===== src/tinker_pkg.sv =====
`default_nettype none

package tinker_pkg;

    // widths with a meaning of their own
    typedef logic [63:0] word_t;
    typedef logic [31:0] addr_t;
    typedef logic [31:0] instr_t;
    typedef logic [4:0]  reg_idx_t;
    typedef logic [11:0] imm_t;

    localparam addr_t reset_pc    = 32'h0000_2000;
    localparam addr_t instr_bytes = 32'd4;

    // kept opcodes, encodings as in the tinker isa
    // anything else decodes to a no-op
    typedef enum logic [4:0] {
        op_and    = 5'h00,
        op_or     = 5'h01,
        op_xor    = 5'h02,
        op_not    = 5'h03,
        op_shftr  = 5'h04,
        op_shftri = 5'h05,
        op_shftl  = 5'h06,
        op_shftli = 5'h07,
        op_br     = 5'h08,
        op_brr_rd = 5'h09,
        op_brr_l  = 5'h0a,
        op_brnz   = 5'h0b,
        op_brgt   = 5'h0e,
        op_halt   = 5'h0f,
        op_load   = 5'h10,
        op_mov    = 5'h11,
        op_movl   = 5'h12,
        op_store  = 5'h13,
        op_add    = 5'h18,
        op_addi   = 5'h19,
        op_sub    = 5'h1a,
        op_subi   = 5'h1b
    } opcode_t;

    typedef enum logic {
        fetch_run,
        fetch_halted
    } fetch_state_t;

    // fetch/decode register
    typedef struct packed {
        logic   valid;
        addr_t  pc;
        instr_t instr;
    } if_id_t;

    // decode/execute register
    typedef struct packed {
        logic     valid;
        opcode_t  op;
        reg_idx_t rd;
        reg_idx_t rs;
        reg_idx_t rt;
        imm_t     imm;
        addr_t    pc;
        // operand 2 from rt, else from L
        logic     uses_rt;
        word_t    rs_val;
        word_t    rt_val;
        word_t    rd_val;
    } id_ex_t;

    // execute/memory register
    typedef struct packed {
        logic     valid;
        reg_idx_t rd;
        word_t    result;
        logic     reg_write;
        logic     mem_read;
        logic     mem_write;
        addr_t    addr;
        word_t    store_data;
        logic     is_halt;
    } ex_mem_t;

    typedef struct packed {
        logic  taken;
        addr_t target;
    } redirect_t;

    // writeback bus, also the forwarding source
    typedef struct packed {
        logic     write;
        reg_idx_t rd;
        word_t    value;
    } wb_t;

endpackage

`default_nettype wire


===== src/fetch_unit.sv =====
`default_nettype none

module fetch_unit (
    input  wire                        clk,
    input  wire                        reset,
    output tinker_pkg::addr_t          imem_addr,
    input  wire tinker_pkg::instr_t    imem_data,
    input  wire                        stall,
    input  wire                        halt_fetch,
    input  wire tinker_pkg::redirect_t redirect,
    output tinker_pkg::if_id_t         if_id
);
    import tinker_pkg::*;

    addr_t        pc;
    fetch_state_t state;

    // instruction memory answers in the same cycle
    assign imem_addr = pc;

    always_ff @(posedge clk or posedge reset) begin
        if (reset) begin
            pc    <= reset_pc;
            state <= fetch_run;
            if_id <= '0;
        end else if (redirect.taken) begin
            // branch in execute, drop what was just fetched
            pc          <= redirect.target;
            if_id.valid <= 1'b0;
        end else if (halt_fetch) begin
            // halt heading to execute, nothing behind it may issue
            state       <= fetch_halted;
            if_id.valid <= 1'b0;
        end else if (stall) begin
            // load-use, keep pc and if_id as they are
            pc <= pc;
        end else if (state == fetch_halted) begin
            if_id.valid <= 1'b0;
        end else begin
            pc          <= pc + instr_bytes;
            if_id.valid <= 1'b1;
            if_id.pc    <= pc;
            if_id.instr <= imem_data;
        end
    end

endmodule

`default_nettype wire


===== config.mk =====
export PLATFORM = sky130hd
export DESIGN_NAME = fetch_unit
export DESIGN_NICKNAME = d
export VERILOG_FILES = /design/src/tinker_pkg.sv /design/src/fetch_unit.sv
export SDC_FILE = /design/constraint.sdc
export NUM_CORES = 1
export LEC_CHECK = 0
export BUFFER_PORTS_ARGS = -buffer_cell sky130_fd_sc_hd__buf_2
export CORE_AREA = 5 5 134 104
export DETAILED_ROUTE_END_ITERATION = 7
export DIE_AREA = 0 0 139 109
export MAX_ROUTING_LAYER = met4
export SYNTH_ARGS = -nofsm -noshare
export SYNTH_HDL_FRONTEND = slang
export SYNTH_SLANG_ARGS = --single-unit
export TNS_END_PERCENT = 100

===== constraint.sdc =====
create_clock -name clk -period 2.9 [get_ports clk]
set_input_delay 0.58 -clock clk [delete_from_list [all_inputs] [get_ports clk]]
set_output_delay 0.58 -clock clk [all_outputs]
set_load 0.01 [all_outputs]

# --- Yosys cells after proc, flatten, opt, wreduce, memory -nomap -nowiden ---
# Cells that the tools add are included.
classes:
  addsub: 1
  mul: 0
  div_mod_pow: 0
  order_cmp: 0
  n_eq_ne: 4
  shift: 0
  n_mux: 9
  bitwise_logic: 4
  reduce_logical: 3
op_table:
  columns: ["cell", "count"]
  rows:
  - ["$mux 32", 4]
  - ["$mux 65", 1]
  - ["$mux 64", 1]
  - ["$add 32x3->32 const B", 1]
  - ["$ne 2x1->1 const B", 2]
  - ["$not 1->1", 4]
  - ["$reduce_and 4->1", 1]
  - ["$mux 1", 3]
  - ["$ne 3x1->1 const B", 1]
  - ["$reduce_and 3->1", 1]
  - ["$ne 2x2->1 const B", 1]
  - ["$reduce_and 2->1", 1]
word_totals:
  regBits: 98
  latchBits: 0
  mem_bits_rw: 0
  mem_bits_ro: 0
  in_bits: 69
  output_inout_bits: 97
  elab_cells: 26
  mem_count: 0

# --- Depth between registers and ports, before layout ---
logic_depth:
  depth_word: 5
  mapped_depth: 7
  ltp_nobuf: 5

# --- Worst setup path after synthesis ---
# No wires, ideal clock.
synth_path:
  kind: "input port to flip-flop"
  startpoint: "input port halt_fetch"
  endpoint: "register if_id[34] (netlist name)"
  setup_ns: 0.125
  t_arrival_ns: 1.847
  required_ns: 2.775
  path_slack_ns: 0.928
  cell_stages: 4
  n_path_buf: 1
  cell_sequence: "or3_1 nor2_2 buf_2 mux2_2"
synth_via:
  elab_chain_len: 2
synth_rtl:
  columns: ["element", "line_no", "text"]
  rows:
  - ["from (decl)", "fetch_unit.sv:9", "input wire halt_fetch,"]
  - ["$not 1->1 (no source line)", null, null]
  - ["$reduce_and 4->1 (no source line)", null, null]
  - ["to (decl)", "fetch_unit.sv:11", "output tinker_pkg::if_id_t if_id"]
# Every way passes these cells.
# A chain may end at the register's enable or synchronous reset.

# --- Final worst setup path ---
layout_path:
  startpoint: "register pc[13] (netlist: imem_addr[13])"
  endpoint: "register pc[27] (netlist: imem_addr[27])"
layout_via:
  elab_chain_len: 5
layout_rtl:
  columns: ["element", "line_no", "text"]
  rows:
  - ["from (decl)", "fetch_unit.sv:15", "addr_t pc;"]
  - ["from (signal assigned)", "fetch_unit.sv:23", "pc <= reset_pc;"]
  - ["from (signal assigned)", "fetch_unit.sv:28", "pc <= redirect.target;"]
  - ["from (signal assigned)", "fetch_unit.sv:36", "pc <= pc;"]
  - ["$add 32x3->32", "fetch_unit.sv:40", "pc <= pc + instr_bytes;"]
  - ["$mux 32", "fetch_unit.sv:37", "end else if (state == fetch_halted) begin"]
  - ["$mux 32", "fetch_unit.sv:34", "end else if (stall) begin"]
  - ["$mux 32", "fetch_unit.sv:30", "end else if (halt_fetch) begin"]
  - ["$mux 32", "fetch_unit.sv:26", "end else if (redirect.taken) begin"]
# Every way passes these cells. The select of a mux whose other input is x is not followed.

==> Flow_metrics.wiki <==
{| class="wikitable"
! Metric !! Value
|-
| Power density over cell area || 593.3 mW/mm^2
|-
| # Post-CTS Setup Buffers || 0
|-
| Type of the worst setup path || flop to flop
|-
| Slew at the pin with the worst max-slew slack || 381.5 ps
|-
| Vias post-DR || 3390
|-
| MaxCap Viol Count || 0
|-
| Hold bufs inserted after CTS || 0
|-
| DIE WIDTH || 139 um
|-
| Number of register bits inferred by synthesis || 98
|-
| Clock H-tree levels || 3
|-
| Endpoint of the worst-slack reg-to-reg timing path || imem_addr[27]
|-
| Count of filler cells inserted in the layout || 1213
|-
| Antenna violations before repair || 0
|-
| Inserted Clock Buffers || 9
|-
| Quantity of I/O buffers inserted on ports || 165
|-
| Die area || 0.01515 mm^2
|-
| Syn Std Cell Area || 0.004257 mm^2
|-
| Residual overflow from global routing || 0
|-
| Wirelength, routed || 10820 um
|-
| Number of endpoints with negative hold slack in the final report || 0
|-
| Clock tree from TritonCTS || built
|-
| First-pass GRT wire length || 17310 um
|-
| Post-synthesis sequential area ratio || 57.64%
|-
| Setup TNS after final layout || 0 ps
|-
| Last weighted congestion value of the routability-driven placer || 0.7691
|-
| Net Count, Synth || 414
|-
| Internal reg-to-reg setup slack || 810 ps
|-
| Die height || 109 um
|-
| Yosys warning total || 0
|-
| Maximum net fanout on the critical path || 16
|-
| RSZ-0062 raised after global routing || no
|-
| Vias in the first global route || 3320
|-
| Data required time at the worst endpoint || 3170 ps
|-
| Fin crit period || 2091 ps
|-
| Area growth from synthesis to layout || 31.86%
|-
| Boundary pin count || 166
|-
| Startpoint kind of the worst setup timing path || flop
|-
| Most common cell after layout, fill and taps aside || buf_2
|-
| Site Rows || 36
|-
| Fraction of final layout cells with drive strength greater than 1 || 49.13%
|-
| Min Hold Slack || 209.3 ps
|-
| Worst slew margin || 74.50%
|-
| Placed instance area || 0.005314 mm^2
|-
| Global router's overall resource usage || 14.77%
|-
| Diode count || 0
|-
| Final setup violating endpoints || 0
|-
| Total number of clock tree sinks || 98
|-
| P_leak || 2.761 nW
|-
| Count of different cell masters after synthesis || 34
|-
| Final max-slew violation count || 0
|-
| Total iterations of the first detailed-routing run || 4
|-
| Largest buffer count on any clock path || 2
|-
| Area of the multi-input gates || 0.001709 mm^2
|-
| Syn Area/Cell || 12.37 um^2
|-
| Crit. End Element || flop
|-
| Post-route design area || 0.005613 mm^2
|-
| Post_cts resized || 0
|-
| Post-CTS clock slew at the launch and capture registers of the worst setup and hold paths || 70 ps
|-
| Count of cells along the worst register-to-register path || 4
|-
| Total area of sequential cells || 0.002454 mm^2
|-
| Core footprint || 0.01261 mm^2
|-
| Largest voltage drop on the vdd net || 0.0002969 V
|-
| Pin count of the biggest net entering global routing || 51
|-
| HPWL after detailed placement || 8067 um
|-
| Most frequent cells in the layout || 165 x buf_2, 97 x dfrtp_1, 60 x mux2_2, 23 x nand2_1
|-
| Classification of the worst-slack hold path || input port to async pin
|-
| Worst Clk Skew || 7.971 ps
|-
| Clock root cell || clkbuf_16
|-
| Final Net Count || 580
|-
| Top achievable clock speed || 0.4782 GHz
|-
| DRC marker count from the first detailed-route iteration || 121
|-
| Data arrival at the endpoint of the critical path || 2360 ps
|-
| Status || complete, no violations
|-
| Via/cell ratio || 4.942
|-
| Clock Latency Late Sink || 340 ps
|-
| Post-detailed-route wirelength per cell || 15.78 um
|-
| Startpoint of the most critical register-to-register path || imem_addr[13]
|-
| Share of the cycle needed by the critical path after routing || 72.11%
|-
| Detailed-route DRC error count || 0
|-
| Cell count after synthesis || 344
|-
| Post-route ant nets || 0
|-
| Initial Utilization || 33.75%
|}
-- worst max path at each step --
stage	start	endpoint
global placement	halt_fetch	imem_addr[28]
detailed placement	halt_fetch	imem_addr[22]
CTS	imem_addr[13]	imem_addr[30]
global route	imem_addr[2]	imem_addr[22]
floorplan	halt_fetch	if_id[34]
finish	imem_addr[13]	imem_addr[27]
-- cell families after synthesis --
group / after synthesis / synth area share [%]
and+or+nand+nor: 99 / 13.17
DFF: 98 / 57.64
muxes: 67 / 17.70
AOI/OAI and AO/OA: 47 / 7.025
buffers and inverters: 23 / 2.322
xor gates and xnor gates: 9 / 1.852
adders and majority gates: 1 / 0.2939
-- critical path, cell delays in order (launching register included) --
cell and delay [ps]:
dfstp_2 600, and4_1 290, nand4_2 350, or4_1 600, a31oi_1 170
-- where the power goes --
group / leakage [nW] / internal (mW) / total [mW] / switching, mW
Sequential: 1.24 / 1.51 / 1.63 / 0.118
Combinational: 1.37 / 0.248 / 0.503 / 0.255
Clock: 0.147 / 0.715 / 1.20 / 0.481
-- registers in the layout, summed over array words and instances (netlist names) --
signal     count
state          1
imem_addr     32
if_id         65
-- synth_stat cells --
master / n / area share (%)
a21oi_1: 1 / 0.12
nand4_2: 1 / 0.29
inv_1: 3 / 0.26
xor2_1: 4 / 0.82
o211ai_1: 5 / 0.88
o21ai_0: 13 / 1.5
xnor2_1: 5 / 1.0
or3_1: 3 / 0.44
mux2_1: 6 / 1.6
mux2_2: 60 / 16
buf_1: 1 / 0.088
clkbuf_1: 8 / 0.71
and2_1: 1 / 0.15
buf_2: 10 / 1.2
nor4b_4: 1 / 0.56
nor3_2: 1 / 0.24
and4_1: 4 / 0.82
a21o_1: 1 / 0.18
nand4_1: 7 / 1.0
o31ai_1: 12 / 2.1
and3_1: 5 / 0.73
clkinv_1: 1 / 0.088
nor3_1: 2 / 0.24
or4_1: 17 / 3.0
a31oi_1: 15 / 2.2
ha_1: 1 / 0.29
dfstp_2: 1 / 0.62
nor2_1: 17 / 1.5
mux2i_1: 1 / 0.24
nor2_2: 1 / 0.15
nand3_1: 15 / 1.8
nand2_1: 23 / 2.0
dfrtp_1: 97 / 57
or4b_1: 1 / 0.24
-- through the flow --
step	std cells	setup slack (ps)	total power, mW	utilization [%]
2_1_floorplan	344	928.1	1.895	-
3_3_place_gp	670	711.9	2.155	42.13
3_5_place_dp	670	642.0	2.172	42.13
4_1_cts	686	816.7	3.385	44.50
5_1_grt	686	643.7	3.512	44.50
6_report	686	808.8	3.330	44.50
-- final cells by class --
| class | instances | area share (%) |
|---|---|---|
| inverters | 4 | 0.3344 |
| well taps | 171 | 3.812 |
| clock inverters | 2 | 0.6242 |
| repair buffers | 174 | 16.36 |
| clock buffers | 14 | 4.704 |
| flip-flops and latches | 98 | 43.71 |
| multi-input cells | 223 | 30.45 |
-- per-layer routing --
metal	vias to the layer above	track usage, %	part of all wire, %
li1	1614	-	-
met1	1638	19.19	47
met2	129	22.42	45
met3	9	4.384	6.5
met4	0	4.818	1.3
met5	-	-	0
(Power assumes the default switching activity.)
